**config.mk**
```make
export PLATFORM = sky130hd
export DESIGN_NAME = fpuTop
export DESIGN_NICKNAME = d
export VERILOG_FILES = /design/src/design/fpuPkg.sv /design/src/design/fpuTop.sv /design/src/design/fcsrReg.sv /design/src/design/fpuUnit.sv /design/src/design/intToFp.sv /design/src/design/fpToInt.sv /design/src/design/fpCompare.sv
export VERILOG_INCLUDE_DIRS = /design/src /design/src/design
export SDC_FILE = /design/constraint.sdc
export NUM_CORES = 1
export LEC_CHECK = 0
export ABC_AREA = 1
export BUFFER_PORTS_ARGS = -buffer_cell sky130_fd_sc_hd__buf_2
export CAP_MARGIN = 30
export CORE_ASPECT_RATIO = 1.1
export CORE_MARGIN = 1
export CORE_UTILIZATION = 45
export DETAILED_ROUTE_END_ITERATION = 8
export GPL_ROUTABILITY_DRIVEN = 0
export PLACE_DENSITY = 0.67
export SLEW_MARGIN = 5
export SYNTH_ARGS = -nofsm -noshare
export SYNTH_HDL_FRONTEND = slang
export SYNTH_SLANG_ARGS = --single-unit
```
**constraint.sdc**
```tcl
create_clock -name clk -period 28.7 [get_ports clk]
set_input_delay 4.305 -clock clk [delete_from_list [all_inputs] [get_ports clk]]
set_output_delay 4.305 -clock clk [all_outputs]
set_load 0.005 [all_outputs]
```
**src/design/fpuDefs.svh**
```systemverilog
`ifndef FPU_DEFS_SVH
`define FPU_DEFS_SVH

// ======================================================================
// Datapath widths
// ======================================================================

`define FLEN 32      // Single precision only
`define XLEN 32

// ======================================================================
// Micro-op bookkeeping
// ======================================================================

`define TAG_W 6      // Physical destination tag
`define SQN_W 7      // Sequence number, wraps

// Quiet NaN returned by FMIN/FMAX when both sources are NaN
`define CANON_NAN 32'h7FC00000

`endif
```
**src/design/fpuPkg.sv**
```systemverilog
`default_nettype none

`include "fpuDefs.svh"

package fpuPkg;

    typedef enum logic [3:0] {
        FEQ, FLT, FLE,
        FMIN, FMAX,
        FSGNJ, FSGNJN, FSGNJX,
        FCVTWS, FCVTWUS,
        FCVTSW, FCVTSWU,
        FMVXW, FMVWX
    } fpuOpT;

    // 5 and 6 are reserved encodings
    typedef enum logic [2:0] {
        RNE = 3'd0,
        RTZ = 3'd1,
        RDN = 3'd2,
        RUP = 3'd3,
        RMM = 3'd4,
        DYN = 3'd7
    } rmT;

    typedef enum logic [2:0] {NONE, NX, UF, OF, DZ, NV, ILLEGAL} flagT;

    typedef struct packed {
        logic                valid;
        fpuOpT               opcode;
        rmT                  rm;
        logic [`FLEN-1:0]    srcA;
        logic [`FLEN-1:0]    srcB;
        logic [`TAG_W-1:0]   tagDst;
        logic [`SQN_W-1:0]   sqN;
        logic [`XLEN-1:0]    pc;
    } fpUopT;

    typedef struct packed {
        logic                taken;
        logic [`SQN_W-1:0]   sqN;
    } branchT;

    typedef struct packed {
        logic                valid;
        logic [`TAG_W-1:0]   tagDst;
        logic [`SQN_W-1:0]   sqN;
        logic [`XLEN-1:0]    pc;
        logic [`FLEN-1:0]    result;
        flagT                flags;
        logic [4:0]          fflagBits;  // NV DZ OF UF NX
    } fpResT;

    // Increment decision shared by both converters
    function automatic logic roundIncr(input rmT rm, input logic neg, input logic lsb,
                                       input logic guard, input logic sticky);
        case (rm)
            RTZ:     return 1'b0;
            RDN:     return neg & (guard | sticky);
            RUP:     return ~neg & (guard | sticky);
            RMM:     return guard;
            default: return guard & (sticky | lsb);  // RNE
        endcase
    endfunction

endpackage

`default_nettype wire

```
**src/design/fpuTop.sv**
```systemverilog
`timescale 1ns/1ps
`default_nettype none

module fpuTop (
    input  wire                 clk,
    input  wire                 rst,
    input  wire                 en,
    input  wire fpuPkg::fpUopT  uop,
    input  wire fpuPkg::branchT branch,
    input  wire                 csrWe,
    input  wire fpuPkg::rmT     csrFrm,
    output fpuPkg::fpResT       result,
    output fpuPkg::rmT          frm,
    output logic [4:0]          fflags
);

    // Result loops back for flag accumulation
    fcsrReg i_fcsrReg (
        .clk    (clk),
        .rst    (rst),
        .csrWe  (csrWe),
        .csrFrm (csrFrm),
        .result (result),
        .frm    (frm),
        .fflags (fflags)
    );

    fpuUnit i_fpuUnit (
        .clk    (clk),
        .rst    (rst),
        .en     (en),
        .uop    (uop),
        .branch (branch),
        .frm    (frm),
        .result (result)
    );

endmodule

`default_nettype wire

```
**src/design/fcsrReg.sv**
```systemverilog
`timescale 1ns/1ps
`default_nettype none

module fcsrReg (
    input  wire                clk,
    input  wire                rst,
    input  wire                csrWe,
    input  wire fpuPkg::rmT    csrFrm,
    input  wire fpuPkg::fpResT result,
    output fpuPkg::rmT         frm,
    output logic [4:0]         fflags
);

    logic accumulate;

    // ==================================================================
    // Dynamic rounding mode
    // ==================================================================

    always_ff @(posedge clk) begin
        if (rst) begin
            frm <= fpuPkg::RNE;
        end else if (csrWe) begin
            frm <= csrFrm;  // Reserved values pass through, caught in the unit
        end
    end

    // ==================================================================
    // Sticky exception flags
    // ==================================================================

    // Illegal micro-ops trap instead of raising flags
    assign accumulate = result.valid && (result.flags != fpuPkg::ILLEGAL);

    always_ff @(posedge clk) begin
        if (rst) begin
            fflags <= '0;
        end else if (accumulate) begin
            fflags <= fflags | result.fflagBits;
        end
    end

endmodule

`default_nettype wire

```
**src/design/fpuUnit.sv**
```systemverilog
`timescale 1ns/1ps
`default_nettype none

`include "fpuDefs.svh"

module fpuUnit (
    input  wire                 clk,
    input  wire                 rst,
    input  wire                 en,
    input  wire fpuPkg::fpUopT  uop,
    input  wire fpuPkg::branchT branch,
    input  wire fpuPkg::rmT     frm,
    output fpuPkg::fpResT       result
);

    fpuPkg::rmT       effRm;
    fpuPkg::flagT     flagNext;
    logic             illegalRm, signaling, squashed, accept;
    logic [`SQN_W-1:0] sqDiff;
    logic             lessThan, equal;
    logic [`FLEN-1:0] minResult, maxResult, sgnjResult, sgnjnResult, sgnjxResult;
    logic [4:0]       cmpFlags, bitsNext;
    logic [`XLEN-1:0] toInt;
    logic             toIntInvalid, toIntInexact;
    logic [`FLEN-1:0] fromInt;
    logic             fromIntInexact;
    logic [`FLEN-1:0] resNext;

    assign effRm     = (uop.rm == fpuPkg::DYN) ? frm : uop.rm;
    assign illegalRm = effRm > fpuPkg::RMM;  // 5, 6, or DYN left in frm
    assign signaling = (uop.opcode == fpuPkg::FLT) || (uop.opcode == fpuPkg::FLE);

    fpCompare i_fpCompare (
        .srcA        (uop.srcA),
        .srcB        (uop.srcB),
        .signaling   (signaling),
        .lessThan    (lessThan),
        .equal       (equal),
        .greaterThan (),
        .minResult   (minResult),
        .maxResult   (maxResult),
        .sgnjResult  (sgnjResult),
        .sgnjnResult (sgnjnResult),
        .sgnjxResult (sgnjxResult),
        .cmpFlags    (cmpFlags)
    );

    fpToInt i_fpToInt (
        .src       (uop.srcA),
        .rm        (effRm),
        .signedOut (uop.opcode == fpuPkg::FCVTWS),
        .intOut    (toInt),
        .invalid   (toIntInvalid),
        .inexact   (toIntInexact)
    );

    intToFp i_intToFp (
        .intIn    (uop.srcA),
        .rm       (effRm),
        .signedIn (uop.opcode == fpuPkg::FCVTSW),
        .fpOut    (fromInt),
        .inexact  (fromIntInexact)
    );

    // ==================================================================
    // Result and flag select
    // ==================================================================

    always_comb begin
        bitsNext = '0;
        case (uop.opcode)
            fpuPkg::FEQ:     resNext = {31'b0, equal};
            fpuPkg::FLT:     resNext = {31'b0, lessThan};
            fpuPkg::FLE:     resNext = {31'b0, lessThan || equal};
            fpuPkg::FMIN:    resNext = minResult;
            fpuPkg::FMAX:    resNext = maxResult;
            fpuPkg::FSGNJ:   resNext = sgnjResult;
            fpuPkg::FSGNJN:  resNext = sgnjnResult;
            fpuPkg::FSGNJX:  resNext = sgnjxResult;
            fpuPkg::FCVTWS,
            fpuPkg::FCVTWUS: resNext = toInt;
            fpuPkg::FCVTSW,
            fpuPkg::FCVTSWU: resNext = fromInt;
            fpuPkg::FMVXW,
            fpuPkg::FMVWX:   resNext = uop.srcA;  // Raw bit move
            default:         resNext = '0;
        endcase
        case (uop.opcode)
            fpuPkg::FEQ, fpuPkg::FLT, fpuPkg::FLE,
            fpuPkg::FMIN, fpuPkg::FMAX:      bitsNext = cmpFlags;
            fpuPkg::FCVTWS, fpuPkg::FCVTWUS: bitsNext = {toIntInvalid, 3'b000, toIntInexact};
            fpuPkg::FCVTSW, fpuPkg::FCVTSWU: bitsNext = {4'b0000, fromIntInexact};
            default:                         bitsNext = '0;
        endcase
    end

    // Priority NV, DZ, OF, UF, NX
    always_comb begin
        if (illegalRm)        flagNext = fpuPkg::ILLEGAL;
        else if (bitsNext[4]) flagNext = fpuPkg::NV;
        else if (bitsNext[3]) flagNext = fpuPkg::DZ;
        else if (bitsNext[2]) flagNext = fpuPkg::OF;
        else if (bitsNext[1]) flagNext = fpuPkg::UF;
        else if (bitsNext[0]) flagNext = fpuPkg::NX;
        else                  flagNext = fpuPkg::NONE;
    end

    // Younger than the taken branch across wraparound
    assign sqDiff   = uop.sqN - branch.sqN;
    assign squashed = branch.taken && !sqDiff[`SQN_W-1] && (sqDiff != '0);
    assign accept   = en && uop.valid && !squashed;

    always_ff @(posedge clk) begin
        if (rst) begin
            result.valid <= 1'b0;
        end else if (accept) begin
            result.valid     <= 1'b1;
            result.tagDst    <= uop.tagDst;
            result.sqN       <= uop.sqN;
            result.pc        <= uop.pc;
            result.result    <= resNext;
            result.flags     <= flagNext;
            result.fflagBits <= bitsNext;
        end else begin
            result.valid <= 1'b0;
        end
    end

endmodule

`default_nettype wire

```
**src/design/intToFp.sv**
```systemverilog
`timescale 1ns/1ps
`default_nettype none

`include "fpuDefs.svh"

module intToFp (
    input  wire [`XLEN-1:0] intIn,
    input  wire fpuPkg::rmT rm,
    input  wire             signedIn,
    output logic [`FLEN-1:0] fpOut,
    output logic            inexact
);

    logic             neg;
    logic [`XLEN-1:0] mag;
    logic [`XLEN-1:0] norm;
    logic [4:0]       lzc;
    logic             guard, sticky, roundUp;
    logic [24:0]      sum;
    logic [7:0]       expOut;

    assign neg = signedIn && intIn[`XLEN-1];
    assign mag = neg ? -intIn : intIn;  // 0x80000000 stays as is

    // ==================================================================
    // Normalize
    // ==================================================================

    // Highest set bit wins
    always_comb begin
        lzc = '0;
        for (int i = 0; i < `XLEN; i++) begin
            if (mag[i])
                lzc = 5'(`XLEN - 1 - i);
        end
    end

    assign norm = mag << lzc;

    // 24-bit significand, bits below feed rounding
    assign guard  = norm[7];
    assign sticky = |norm[6:0];

    // ==================================================================
    // Round
    // ==================================================================

    assign roundUp = fpuPkg::roundIncr(rm, neg, norm[8], guard, sticky);
    assign sum     = {1'b0, norm[31:8]} + 25'(roundUp);

    // Carry out of the significand bumps the exponent
    assign expOut = 8'd158 - {3'b0, lzc} + {7'b0, sum[24]};

    always_comb begin
        if (mag == '0)
            fpOut = '0;  // Always +0
        else
            fpOut = {neg, expOut, sum[22:0]};
    end

    assign inexact = guard || sticky;

endmodule

`default_nettype wire

```
**src/design/fpToInt.sv**
```systemverilog
`timescale 1ns/1ps
`default_nettype none

`include "fpuDefs.svh"

module fpToInt (
    input  wire [`FLEN-1:0] src,
    input  wire fpuPkg::rmT rm,
    input  wire             signedOut,
    output logic [`XLEN-1:0] intOut,
    output logic            invalid,
    output logic            inexact
);

    logic        sign, isNaN, tooBig;
    logic [7:0]  expIn;
    logic [23:0] sig;
    logic [49:0] frac;
    logic [32:0] mag, rounded;
    logic [4:0]  rShift;
    logic [3:0]  lShift;
    logic        guard, sticky, roundUp;
    logic        posOvf, negOvf;

    assign sign   = src[`FLEN-1];
    assign expIn  = src[30:23];
    assign sig    = {|expIn, src[22:0]};  // Hidden bit
    assign isNaN  = (&expIn) && (|src[22:0]);
    assign tooBig = expIn >= 8'd159;      // |x| >= 2^32, also inf

    // Align to the binary point
    always_comb begin
        lShift = '0;
        rShift = '0;
        frac   = '0;
        guard  = 1'b0;
        sticky = 1'b0;
        if (expIn >= 8'd150) begin
            lShift = 4'(expIn - 8'd150);
            mag    = {9'b0, sig} << lShift;
        end else begin
            rShift = (expIn < 8'd125) ? 5'd25 : 5'(8'd150 - expIn);
            frac   = {sig, 26'b0} >> rShift;
            mag    = {9'b0, frac[49:26]};
            guard  = frac[25];
            sticky = |frac[24:0];
        end
    end

    assign roundUp = fpuPkg::roundIncr(rm, sign, mag[0], guard, sticky);
    assign rounded = mag + 33'(roundUp);

    always_comb begin
        if (signedOut) begin
            posOvf = !sign && (tooBig || rounded > 33'h0_7FFF_FFFF);
            negOvf = sign && (tooBig || rounded > 33'h0_8000_0000);
        end else begin
            posOvf = !sign && (tooBig || rounded[32]);
            negOvf = sign && (tooBig || rounded != '0);  // -1.0 and below
        end
    end

    always_comb begin
        invalid = isNaN || posOvf || negOvf;
        if (isNaN || posOvf)
            intOut = signedOut ? 32'h7FFF_FFFF : 32'hFFFF_FFFF;
        else if (negOvf)
            intOut = signedOut ? 32'h8000_0000 : 32'h0000_0000;
        else if (sign)
            intOut = -rounded[31:0];
        else
            intOut = rounded[31:0];
        inexact = (guard || sticky) && !invalid;
    end

endmodule

`default_nettype wire

```
**src/design/fpCompare.sv**
```systemverilog
`timescale 1ns/1ps
`default_nettype none

`include "fpuDefs.svh"

module fpCompare (
    input  wire [`FLEN-1:0] srcA,
    input  wire [`FLEN-1:0] srcB,
    input  wire             signaling,
    output logic            lessThan,
    output logic            equal,
    output logic            greaterThan,
    output logic [`FLEN-1:0] minResult,
    output logic [`FLEN-1:0] maxResult,
    output logic [`FLEN-1:0] sgnjResult,
    output logic [`FLEN-1:0] sgnjnResult,
    output logic [`FLEN-1:0] sgnjxResult,
    output logic [4:0]      cmpFlags
);

    logic             signA, signB;
    logic [`FLEN-2:0] magA, magB;
    logic             aNaN, bNaN, aSNaN, bSNaN;
    logic             unordered, bothZero;
    logic             aBelowB;

    assign signA = srcA[`FLEN-1];
    assign signB = srcB[`FLEN-1];
    assign magA  = srcA[`FLEN-2:0];
    assign magB  = srcB[`FLEN-2:0];

    // NaN classes, quiet bit is the top mantissa bit
    assign aNaN  = (&srcA[30:23]) && (|srcA[22:0]);
    assign bNaN  = (&srcB[30:23]) && (|srcB[22:0]);
    assign aSNaN = aNaN && !srcA[22];
    assign bSNaN = bNaN && !srcB[22];

    assign unordered = aNaN || bNaN;
    assign bothZero  = (magA == '0) && (magB == '0);  // +0 == -0

    always_comb begin
        if (signA != signB)
            aBelowB = signA;
        else if (signA)
            aBelowB = magA > magB;  // Both negative
        else
            aBelowB = magA < magB;
    end

    assign equal       = !unordered && ((srcA == srcB) || bothZero);
    assign lessThan    = !unordered && !equal && aBelowB;
    assign greaterThan = !unordered && !equal && !aBelowB;

    // ==================================================================
    // Min / max
    // ==================================================================

    always_comb begin
        if (aNaN && bNaN)
            minResult = `CANON_NAN;
        else if (bNaN)
            minResult = srcA;
        else if (aNaN)
            minResult = srcB;
        else if (lessThan || (equal && signA && !signB))
            minResult = srcA;  // -0 below +0
        else
            minResult = srcB;

        if (aNaN && bNaN)
            maxResult = `CANON_NAN;
        else if (bNaN)
            maxResult = srcA;
        else if (aNaN)
            maxResult = srcB;
        else if (greaterThan || (equal && !signA && signB))
            maxResult = srcA;
        else
            maxResult = srcB;
    end

    assign sgnjResult  = {signB, magA};
    assign sgnjnResult = {!signB, magA};
    assign sgnjxResult = {signA ^ signB, magA};

    assign cmpFlags = {aSNaN || bSNaN || (signaling && unordered), 4'b0000};

endmodule

`default_nettype wire

```
==> impl_results.md <==
* CTS root buf: clkbuf_16
* Max stage delay cell, worst path: inv_1
* Outcome: complete, no violations
* Tot GR Track Use at 35.9%
* Cell taking the most area after synthesis: edfxtp_1
* Pwr dens at 36.4 mW/mm2
* Largest net degree at the start of global routing at 56
* TritonCTS Buffers at 9
* IO Port Bufs at 219
* H-tree levels at 3
* Worst-case clock buffer depth at 2
* Number of global-route vias before repair at 15800
* Die footprint at 0.0318 mm2
* Post CTS Setup Buffer Count at 0
* Maxcap violations at 0
* DR pass1 iterations at 7
* Kind of critical path: in2reg
* Worst min path class: reg2reg
* Final HPWL from detailed placement at 46400 um
* Clk slew on worst S/H paths at 0.07 ns
* Row count at 67
* Detailed Route WL at 58300 um
* Final Hold Viols at 0
* Worst-margin pin slew at 0.962 ns
* Initial antenna violation count at 1
* Cells resized by post-CTS repair at 0
* Max VDD drop at 0.0294 mV
* CTS hold repair buffers at 0
* Chip Width at 170 um
* CP peak stage delay at 0.69 ns
* Wire per inst at 19.9 um
* Synth-to-Final Area Change at 11.4%
* # DRC at 0
* Min Tclk post-route at 12.65 ns
* Most common flop cell mapped by yosys: edfxtp_1
* Aggregate global routing overflow at 0
* CTS tree: yes
* Yosys top cell area share at 17.6%
* Final clock skew at 0.00854 ns
* Post-route ant nets at 0
* Max Slew Vio Count at 0
* 1st-iter DRT viols at 2508
* Seq cells post-synth at 88
* Async S/R FF share, synth at 0%
* DR vias at 17500
* Die Y-Extent at 187 um
* Core area at 0.0305 mm2
* Initial core utilization at 45.8%
* Register area share after synthesis at 18.5%
* Worst-Skew Late Latency at 0.34 ns
* Critical Path AT at 12.73 ns
* Library cells used by synthesis at 64
* Top-Level Pins at 226
* Final Cycle Share at 44.1%
* Clk sinks at 88
* Worst EP required at 28.77 ns
* Max Freq at 0.0790 GHz
* Share of layout cells above drive strength 1 at 13.4%
* Lkg Pwr at 7.37 nW
* RSZ-0062 raised after global routing: false
* Synth top area cells: edfxtp_1 (18%), nand2_1 (17%), nand3_1 (9.5%), o21ai_0 (6.7%), inv_1 (6.5%)
* Slew margin rel. at 35.2%
* Worst reg2reg setup slack at 23.12 ns
* First-pass GRT wire length at 88600 um
* Yosys warning count at 0
* Most frequent cells in the layout: nand2_1 (626), nand3_1 (263), inv_1 (242)
* Commonest non-fill, non-tap cell in the layout: nand2_1
* Count of final setup violators at 0
* Nets at 2693
* Final TNS setup at 0 ns
* Vias per cell at 5.99
* Crit path launch type: input port
* Syn Area/Cell at 5.89 um2
* CP Max Fanout at 42
* EDFF count, synth at 82
* Mapped Area at 0.0140 mm2
* CP Capture Type: register
* Cells after synthesis at 2373
* Tot Pwr at 0.000567 W
* Most common cell on crit path: nand2_1
-- report_power, final --
group / total, W / switching [W] / internal (W)
Combinational: 0.000288 / 0.000204 / 0.0000841
Clock: 0.000127 / 0.0000499 / 0.0000773
Sequential: 0.000151 / 0.00000175 / 0.000150
Total: 0.000567 / 0.000256 / 0.000311
-- worst paths after layout --
| check | startpoint | endpoint | cells past startpoint |
|---|---|---|---|
| max | uop[108] | i_fpuUnit.result[35]$_DFFE_PP_ | 60 |
| min | i_fcsrReg.fflags[4]$_SDFFE_PP0P_ | i_fcsrReg.fflags[4]$_SDFFE_PP0P_ | 2 |
| max reg2reg | i_fcsrReg.frm[0]$_SDFFE_PP0P_ | i_fpuUnit.result[13]$_DFFE_PP_ | 32 |
| min reg2reg | i_fcsrReg.fflags[4]$_SDFFE_PP0P_ | i_fcsrReg.fflags[4]$_SDFFE_PP0P_ | 2 |
-- worst max-delay path, delay by kind of cell --
family,cells,cell delay [ns]
simple gates,47,5.44
buf+inv,5,1.48
fa+ha+maj,4,0.84
compound gates,3,0.37
xor+xnor,1,0.28
-- stage by stage --
stage,instance area [um2],instances,hold slack [ns],util (%),setup WS [ns]
global route,15600,2926,0.477,51.0,15.22
finish,15600,2929,0.452,51.0,16.05
global placement,15200,2909,0.437,49.8,16.30
floorplan,14000,2378,0.441,-,15.88
detailed placement,15200,2910,0.445,49.9,16.05
CTS,15600,2926,0.455,51.0,16.39
-- synthesized netlist by cell type, drive strengths merged, types with 2 or more instances --
cell / instances
ha: 53
o31ai: 3
edfxtp: 82
nand3: 268
a21oi: 160
xor2: 73
nand4: 44
nand2: 635
o21a: 3
a31oi: 14
mux2i: 24
a221oi: 4
o211ai: 13
and3: 2
nor3: 49
inv: 254
o21bai: 3
o221ai: 6
xnor2: 11
a211oi: 4
a32oi: 2
buf: 55
a21boi: 4
nor2: 208
clkbuf: 66
nand3b: 3
nor4: 15
clkinv: 11
a311oi: 2
o21ai: 262
dfxtp: 6
o22ai: 9
a22oi: 6
or2: 8
-- cell type report --
cell class | instances | area (um2)
Tap cell | 414 | 518
Clock buffer | 9 | 225
Timing Repair Buffer | 239 | 1260
Sequential cell | 88 | 2580
Multi-Input combinational cell | 1904 | 9870
Inverter | 265 | 995
Clock inverter | 7 | 101
Antenna cell | 3 | 7.51
Fill cell | 3284 | 15000
-- flip-flops by register name (all words and copies together) (netlist names) --
register	cells
i_fpuUnit.result	83
i_fcsrReg.frm	3
i_fcsrReg.fflags	2
-- routing by layer --
layer / global-route usage, % / up-vias / part of all wire (%)
met5: 0 / - / 0.022
met4: 21.9 / 2 / 7.1
met3: 6.67 / 259 / 11
met2: 58.3 / 1091 / 45
met1: 43.9 / 7945 / 37
li1: - / 8242 / -
-- cells by family after synthesis --
| logic type | count (synthesis) | synth area share [%] |
|---|---|---|
| simple gates | 1234 | 38.4 |
| compound gates | 502 | 19.8 |
| buf+inv | 386 | 11.3 |
| flops | 88 | 18.5 |
| xor+xnor | 84 | 5.37 |
| fa+ha+maj | 54 | 4.89 |
| mux | 24 | 1.72 |
| other cells | 1 | 0.0268 |
Note: power is estimated with default switching activity, not from simulation.
